File: config.mk
export PLATFORM = sky130hd
export DESIGN_NAME = idBranchTop
export DESIGN_NICKNAME = d
export VERILOG_FILES = /design/src/verilog/branchPkg.sv /design/src/verilog/idBranchTop.sv /design/src/verilog/branchDecide.sv /design/src/verilog/branchComp.sv /design/src/verilog/branchForwardUnit.sv
export VERILOG_INCLUDE_DIRS = /design/src /design/src/verilog
export SDC_FILE = /design/constraint.sdc
export NUM_CORES = 1
export LEC_CHECK = 0
export BUFFER_PORTS_ARGS = -buffer_cell sky130_fd_sc_hd__buf_4
export CAP_MARGIN = 20
export CORE_MARGIN = 10
export CORE_UTILIZATION = 43
export DETAILED_ROUTE_END_ITERATION = 7
export PLACE_DENSITY = 0.8
export SYNTH_ARGS = -nofsm -noshare
export SYNTH_HDL_FRONTEND = slang
export SYNTH_SLANG_ARGS = --single-unit
File: constraint.sdc
create_clock -name clk -period 0.95 [get_ports clk]
set_clock_uncertainty 0.2 [all_clocks]
set_input_delay 0.1425 -clock clk [delete_from_list [all_inputs] [get_ports clk]]
set_output_delay 0.1425 -clock clk [all_outputs]
set_load 0.01 [all_outputs]
File: src/verilog/branch_defines.svh
`ifndef BRANCH_DEFINES_SVH
`define BRANCH_DEFINES_SVH

////////////////////////////////////////////////////////////////////////////
// Datapath widths
////////////////////////////////////////////////////////////////////////////

// Data and address width
`define XLEN 32

// Register number width
`define REG_ADDR_W 5

////////////////////////////////////////////////////////////////////////////
// Opcodes and constants
////////////////////////////////////////////////////////////////////////////

`define OPCODE_BRANCH 7'b1100011
`define OPCODE_JAL 7'b1101111

// Link value step for the WB PC
`define PC_STEP 4

`endif
File: src/verilog/branchPkg.sv
`include "branch_defines.svh"

package branchPkg;

    ////////////////////////////////////////////////////////////////////////////
    // Operand source select
    ////////////////////////////////////////////////////////////////////////////

    // Bit 1 picks MEM, bit 0 picks WB
    typedef enum logic [1:0] {
        FWD_NONE = 2'b00,
        FWD_WB   = 2'b01,
        FWD_MEM  = 2'b10
    } fwdSelE;

    ////////////////////////////////////////////////////////////////////////////
    // Instruction word views
    ////////////////////////////////////////////////////////////////////////////

    typedef struct packed {
        logic                   imm12;
        logic [5:0]             imm10_5;
        logic [`REG_ADDR_W-1:0] rs2;
        logic [`REG_ADDR_W-1:0] rs1;
        logic [2:0]             funct3;
        logic [3:0]             imm4_1;
        logic                   imm11;
        logic [6:0]             opcode;
    } bTypeS;

    typedef struct packed {
        logic                   imm20;
        logic [9:0]             imm10_1;
        logic                   imm11;
        logic [7:0]             imm19_12;
        logic [`REG_ADDR_W-1:0] rd;
        logic [6:0]             opcode;
    } jTypeS;

    // Opcode sits in the same bits of both views
    typedef union packed {
        bTypeS b;
        jTypeS j;
    } instrWordU;

    ////////////////////////////////////////////////////////////////////////////
    // Pipeline views
    ////////////////////////////////////////////////////////////////////////////

    typedef struct packed {
        logic             valid;
        logic [`XLEN-1:0] pc;
        instrWordU        instr;
        logic [`XLEN-1:0] rdata1;
        logic [`XLEN-1:0] rdata2;
    } idBranchS;

    typedef struct packed {
        logic                   regWrite;
        logic [`REG_ADDR_W-1:0] rd;
        logic [`XLEN-1:0]       aluResult;
        logic                   csrRegEn;
        logic [`XLEN-1:0]       csrResult;
    } memFwdS;

    typedef struct packed {
        logic                   regWrite;
        logic [`REG_ADDR_W-1:0] rd;
        logic [`XLEN-1:0]       dmem;
        logic [`XLEN-1:0]       alu;
        logic [`XLEN-1:0]       pc;
        logic [1:0]             wbSel;
        logic                   csrRegEn;
        logic [`XLEN-1:0]       csrResult;
    } wbFwdS;

    typedef struct packed {
        logic             valid;
        logic [`XLEN-1:0] target;
    } redirectS;

endpackage

File: src/verilog/idBranchTop.sv
`timescale 1ns/10ps

module idBranchTop import branchPkg::*; (
    input  logic     clk,
    input  logic     rstN,
    input  idBranchS branchIn,
    input  memFwdS   memStage,
    input  wbFwdS    wbStage,
    output redirectS redirect
);

    ////////////////////////////////////////////////////////////////////////////
    // Internal nets
    ////////////////////////////////////////////////////////////////////////////

    fwdSelE fwdSelA;
    fwdSelE fwdSelB;
    logic   equal;
    logic   lessThan;
    logic   unsignedCmp;

    ////////////////////////////////////////////////////////////////////////////
    // Forwarding
    ////////////////////////////////////////////////////////////////////////////

    branchForwardUnit branchForwardUnit_i (
        .branchIn (branchIn),
        .memStage (memStage),
        .wbStage  (wbStage),
        .fwdSelA  (fwdSelA),
        .fwdSelB  (fwdSelB)
    );

    ////////////////////////////////////////////////////////////////////////////
    // Operand select and compare
    ////////////////////////////////////////////////////////////////////////////

    branchComp branchComp_i (
        .branchIn    (branchIn),
        .memStage    (memStage),
        .wbStage     (wbStage),
        .fwdSelA     (fwdSelA),
        .fwdSelB     (fwdSelB),
        .unsignedCmp (unsignedCmp),
        .equal       (equal),
        .lessThan    (lessThan)
    );

    ////////////////////////////////////////////////////////////////////////////
    // Decision and redirect register
    ////////////////////////////////////////////////////////////////////////////

    branchDecide branchDecide_i (
        .clk         (clk),
        .rstN        (rstN),
        .branchIn    (branchIn),
        .equal       (equal),
        .lessThan    (lessThan),
        .unsignedCmp (unsignedCmp),
        .redirect    (redirect)
    );

endmodule

File: src/verilog/branchDecide.sv
`timescale 1ns/10ps

`include "branch_defines.svh"

module branchDecide import branchPkg::*; (
    input  logic     clk,
    input  logic     rstN,
    input  idBranchS branchIn,
    input  logic     equal,
    input  logic     lessThan,
    output logic     unsignedCmp,
    output redirectS redirect
);

    bTypeS            bView;
    jTypeS            jView;
    logic             isBranch;
    logic             isJal;
    logic             condTrue;
    logic             taken;
    logic [`XLEN-1:0] bImm;
    logic [`XLEN-1:0] jImm;
    logic [`XLEN-1:0] targetNext;

    ////////////////////////////////////////////////////////////////////////////
    // Instruction decode
    ////////////////////////////////////////////////////////////////////////////

    assign bView = branchIn.instr.b;
    assign jView = branchIn.instr.j;

    assign isBranch = (bView.opcode == `OPCODE_BRANCH);
    assign isJal    = (jView.opcode == `OPCODE_JAL);

    // BLTU and BGEU
    assign unsignedCmp = bView.funct3[2] & bView.funct3[1];

    // Immediates with bit 0 always zero
    assign bImm = {{(`XLEN-13){bView.imm12}}, bView.imm12, bView.imm11,
                   bView.imm10_5, bView.imm4_1, 1'b0};
    assign jImm = {{(`XLEN-21){jView.imm20}}, jView.imm20, jView.imm19_12,
                   jView.imm11, jView.imm10_1, 1'b0};

    assign targetNext = branchIn.pc + (isJal ? jImm : bImm);

    ////////////////////////////////////////////////////////////////////////////
    // Taken rule
    ////////////////////////////////////////////////////////////////////////////

    always_comb begin
        case (bView.funct3)
            3'b000:  condTrue = equal;
            3'b001:  condTrue = !equal;
            3'b100:  condTrue = lessThan;
            3'b101:  condTrue = !lessThan;
            3'b110:  condTrue = lessThan;
            3'b111:  condTrue = !lessThan;
            // Reserved encodings
            default: condTrue = 1'b0;
        endcase
    end

    assign taken = branchIn.valid && (isJal || (isBranch && condTrue));

    ////////////////////////////////////////////////////////////////////////////
    // Redirect register
    ////////////////////////////////////////////////////////////////////////////

    // One-cycle pulse while the target holds the last redirect
    always_ff @(posedge clk or negedge rstN) begin
        if (!rstN) begin
            redirect <= '0;
        end else begin
            redirect.valid <= taken;
            if (taken) begin
                redirect.target <= targetNext;
            end
        end
    end

endmodule

File: src/verilog/branchComp.sv
`timescale 1ns/10ps

`include "branch_defines.svh"

module branchComp import branchPkg::*; (
    input  idBranchS branchIn,
    input  memFwdS   memStage,
    input  wbFwdS    wbStage,
    input  fwdSelE   fwdSelA,
    input  fwdSelE   fwdSelB,
    input  logic     unsignedCmp,
    output logic     equal,
    output logic     lessThan
);

    logic [`XLEN-1:0] memValue;
    logic [`XLEN-1:0] wbValue;
    logic [`XLEN-1:0] opA;
    logic [`XLEN-1:0] opB;

    ////////////////////////////////////////////////////////////////////////////
    // Forward values
    ////////////////////////////////////////////////////////////////////////////

    // CSR read beats the ALU result
    assign memValue = memStage.csrRegEn ? memStage.csrResult : memStage.aluResult;

    always_comb begin
        if (wbStage.csrRegEn) begin
            wbValue = wbStage.csrResult;
        end else begin
            case (wbStage.wbSel)
                2'd0:    wbValue = wbStage.dmem;
                2'd1:    wbValue = wbStage.alu;
                // Link value of a jump
                default: wbValue = wbStage.pc + `XLEN'(`PC_STEP);
            endcase
        end
    end

    ////////////////////////////////////////////////////////////////////////////
    // Operand muxes
    ////////////////////////////////////////////////////////////////////////////

    always_comb begin
        case (fwdSelA)
            FWD_MEM: opA = memValue;
            FWD_WB:  opA = wbValue;
            default: opA = branchIn.rdata1;
        endcase
        case (fwdSelB)
            FWD_MEM: opB = memValue;
            FWD_WB:  opB = wbValue;
            default: opB = branchIn.rdata2;
        endcase
    end

    ////////////////////////////////////////////////////////////////////////////
    // Compare
    ////////////////////////////////////////////////////////////////////////////

    assign equal    = (opA == opB);
    assign lessThan = unsignedCmp ? (opA < opB) : ($signed(opA) < $signed(opB));

endmodule

File: src/verilog/branchForwardUnit.sv
`timescale 1ns/10ps

`include "branch_defines.svh"

module branchForwardUnit import branchPkg::*; (
    input  idBranchS branchIn,
    input  memFwdS   memStage,
    input  wbFwdS    wbStage,
    output fwdSelE   fwdSelA,
    output fwdSelE   fwdSelB
);

    ////////////////////////////////////////////////////////////////////////////
    // Hazard check for one source register
    ////////////////////////////////////////////////////////////////////////////

    // MEM holds the younger result, so it is checked first
    function automatic fwdSelE selectSource(
        input logic [`REG_ADDR_W-1:0] rs,
        input memFwdS                 mem,
        input wbFwdS                  wb
    );
        fwdSelE sel;
        logic   memHit;
        logic   wbHit;
        memHit = mem.regWrite && (mem.rd != '0) && (mem.rd == rs);
        wbHit  = wb.regWrite && (wb.rd != '0) && (wb.rd == rs);
        if (memHit) begin
            sel = FWD_MEM;
        end else if (wbHit) begin
            sel = FWD_WB;
        end else begin
            sel = FWD_NONE;
        end
        return sel;
    endfunction

    ////////////////////////////////////////////////////////////////////////////
    // Source registers
    ////////////////////////////////////////////////////////////////////////////

    logic [`REG_ADDR_W-1:0] rs1;
    logic [`REG_ADDR_W-1:0] rs2;

    // Read through the B-type view even for JAL
    assign rs1 = branchIn.instr.b.rs1;
    assign rs2 = branchIn.instr.b.rs2;

    ////////////////////////////////////////////////////////////////////////////
    // Select outputs
    ////////////////////////////////////////////////////////////////////////////

    always_comb begin
        fwdSelA = selectSource(rs1, memStage, wbStage);
        fwdSelB = selectSource(rs2, memStage, wbStage);
    end

endmodule

==> run metrics <==
Adder-Cell Fraction of Synth Area between 10% and 20%; worst r2r src branchDecide_i.redirect[11]$_DFFE_PN0P_; crit path time final 4.330 ns; pin count of the biggest net entering global routing 23; Most flops, register branchDecide_i.redirect; first-pass GRT wire length 65.58 mm; Critical Path Source wbStage[131]; DRC 0; critical path arrival about 4.3 ns; Largest register FFs 33; critical path class input pin to register; most common cell in the netlist a21oi_1; CTS H-Tree Depth 2; CTS tree yes; syn avg cell area between 7 and 8 µm²; final setup fails 66; root buf cell clkbuf_16; Final ANT Viol Nets 0; post-synthesis compound-gate area fraction 28.06%; critical path startpoint category input pin; # rows 46; die width between 100 and 150 µm; clock sink count 33; period utilization 455.8%; EDFF count, synth 0; initial antenna violation count 4; Filler cells 1000; Num CTS Buffers 5; Synth area leader dfrtp_1; largest family of logic cells by synthesized area compound AO/OA/AOI/OAI gates; HPWL after DPL ~34 mm; Fin. Hold Viols 1; worst setup path end branchDecide_i.redirect[11]$_DFFE_PN0P_; Leakage 6.478 nW; Worst Reg-to-Reg Cells 2; post-synthesis xor/xnor area fraction 9.059%; drt initial violations between 1000 and 1500; via count 10942; IO Port Bufs 371; Synth top area share 11.70%; Required @ worst endpoint 0.91 ns; worst min path class input pin to register; status finished with violations; Via density 6.189; failing checks hold timing, setup timing; RSZ-0062 raised after global routing true; Total Nets Final 1949; critical path peak fanout 7; Mapped Nets 1355; max-cap check violation count 0; Unique masters post-synth 61; layout cells sized above 1 47.93%; routed wire length 46.91 mm; Post-synth ARST share 100.0%; Non-Filler Instances 1768; worst skew pair latency around 0.29 ns; Final GP Congestion 1.010; Synth Area in Simple Gates 19.54%; Clk pin slew, worst setup/hold paths 0.07 ns; Cells after Synth between 900 and 1000; Worst-Margin Slew ~0.93 ns; Starting Density between 40% and 50%; ranking of synthesized cells by area dfrtp_1, ha_1, a21oi_1; most frequent cells after synthesis a21oi_1, nor2_1, nand2_1, o21ai_0, ha_1; synthesis warning total 0; post-synthesis mux area share 15.49%; core area 0.01600 mm²; Die Area 0.02194 mm²; PwrDens ~820 mW/mm²; grt total ovfl 0; Post-synth top flop dfrtp_1; Initial DRT Pass Iterations 7; setup_tns -116.30 ns; clk buf depth 2; Largest regs branchDecide_i.redirect x33; vias in the first global route about 11000; r2r setup slk -0.25 ns; final worst slack -3.380 ns; Hold WS -0.1080 ns; CP endpoint kind register; P&R area growth vs syn 84.67%; Seq/Total Area, Yosys about an eighth; reg2reg end branchDecide_i.redirect[11]$_DFFE_PN0P_; placed insts 1704; hold_buf cts 1; synthesized flop and latch total 33; Post-Syn Area 0.007058 mm²; maximum VDD drop 1.049 mV; WL/cell 26.53 µm; die height 148.1 µm; GRT Util Overall 38.31%; # IOs 372; Max-Slew Margin vs Limit 37.63%; Max Clock Freq 230.9 MHz; Slew Viols, Final 0
## how the worst min path moves through the flow
stage                  from                                      to  slack (ns)  cells after the start
2_1_floorplan          rstN  branchDecide_i.redirect[0]$_DFFE_PN0P_       -0.35                      0
3_3_place_gp           rstN   branchDecide_i.redirect[32]$_DFF_PN0_       -0.20                      1
3_5_place_dp           rstN   branchDecide_i.redirect[32]$_DFF_PN0_       -0.19                      1
4_1_cts        branchIn[96]  branchDecide_i.redirect[0]$_DFFE_PN0P_        -0.1                      2
5_1_grt        branchIn[96]  branchDecide_i.redirect[0]$_DFFE_PN0P_       -0.10                      2
6_report       branchIn[96]  branchDecide_i.redirect[0]$_DFFE_PN0P_       -0.11                      2
## layout by cell type (no fill, tap or decap), drive strengths merged, types with 3 or more instances in the layout
cell and count:
mux2i 53, a21o 23, o21bai 5, nand2 70, a2111oi 3, or4 6, xnor2 40, dfrtp 33
nor2b 24, o21ai 68, a211oi 35, o221ai 4, and3 5, nor4 6, nor3 10, nand2b 5
o211ai 21, buf 643, nand3 26, ha 64, clkbuf 8, mux2 44, a31oi 7, o22ai 7
diode 6, and2 3, o21a 8, and4 7, nand3b 3, a21oi 118, inv 15, or3 5
bufbuf 3, a211o 4, nor2 91, a311oi 3, nand4 20, xor2 33
## worst max-delay path, cell delays in order
cell,delay [ns]
buf_6,0.09
buf_4,0.15
xnor2_1,0.22
nand3_1,0.18
nor4_4,0.30
buf_6,0.20
buf_4,0.14
buf_4,0.13
mux2i_1,0.22
a21oi_1,0.13
ha_1,0.32
nand4_1,0.14
or3_4,0.41
nor4_4,0.24
xnor2_1,0.11
o31ai_2,0.21
a21oi_2,0.07
a21oi_4,0.23
buf_6,0.16
buf_12,0.14
mux2_4,0.32
## power breakdown
group | switching (mW) | internal (mW) | leakage [nW]
logic | 3.17 | 3.77 | 5.96
clock network | 0.737 | 1.24 | 0.0801
registers | 0.208 | 1.61 | 0.442
total | 4.12 | 6.62 | 6.48
## timing repair
item / CTS / global route
gates resized for setup: 94 / 30
gates cloned: 6 / 3
buffers inserted: 24 / 19
endpoints found under the setup margin: 66 / 66
hold endpoints to repair: 34 / 1
pin swaps: 8 / 16
## metrics by stage
| stage | hold WS [ns] | total power, mW | area [µm²] | setup slack [ns] | util (%) |
|---|---|---|---|---|---|
| global placement | -0.1976 | 7.539 | 11850 | -3.536 | 74.06 |
| CTS | -0.09888 | 10.04 | 12710 | -3.162 | 79.41 |
| detailed placement | -0.1929 | 7.678 | 11850 | -3.636 | 74.06 |
| floorplan | -0.3531 | 4.351 | 7191 | -3.036 | - |
| global route | -0.1049 | 11.10 | 13030 | -3.526 | 81.43 |
| finish | -0.1080 | 10.74 | 13030 | -3.380 | 81.46 |
## final cells by class
| type | instances | area, µm² | share of cell area, % |
|---|---|---|---|
| sequential | 33 | 825.8 | 6.336 |
| clock inverter | 3 | 46.29 | 0.3552 |
| inverter | 15 | 56.30 | 0.4320 |
| multi-input combinational | 840 | 6205 | 47.60 |
| clock buffer | 5 | 125.1 | 0.9600 |
| timing repair buffer | 650 | 5490 | 42.12 |
| antenna | 6 | 15.01 | 0.1152 |
| tap | 216 | 270.3 | 2.074 |
## cells by family (layout without fill, tap and decap cells)
group | Yosys count | in the layout
buffers and inverters | 78 | 673
AOI/OAI and AO/OA | 321 | 321
adders and majority gates | 65 | 65
other | 0 | 6
xor gates and xnor gates | 73 | 73
DFF | 33 | 33
muxes | 97 | 97
and+or+nand+nor | 284 | 284
## per-layer routing
metal,wire [µm],part of all wire (%),global-route usage [%],up-vias
met5,0,0,0,-
met4,3501,7.5,20.71,0
met3,5216,11,9.587,257
met2,22040,47,67.89,892
met1,16150,34,40.94,5056
li1,-,-,-,4737
Note: power is estimated with default switching activity, not from simulation.
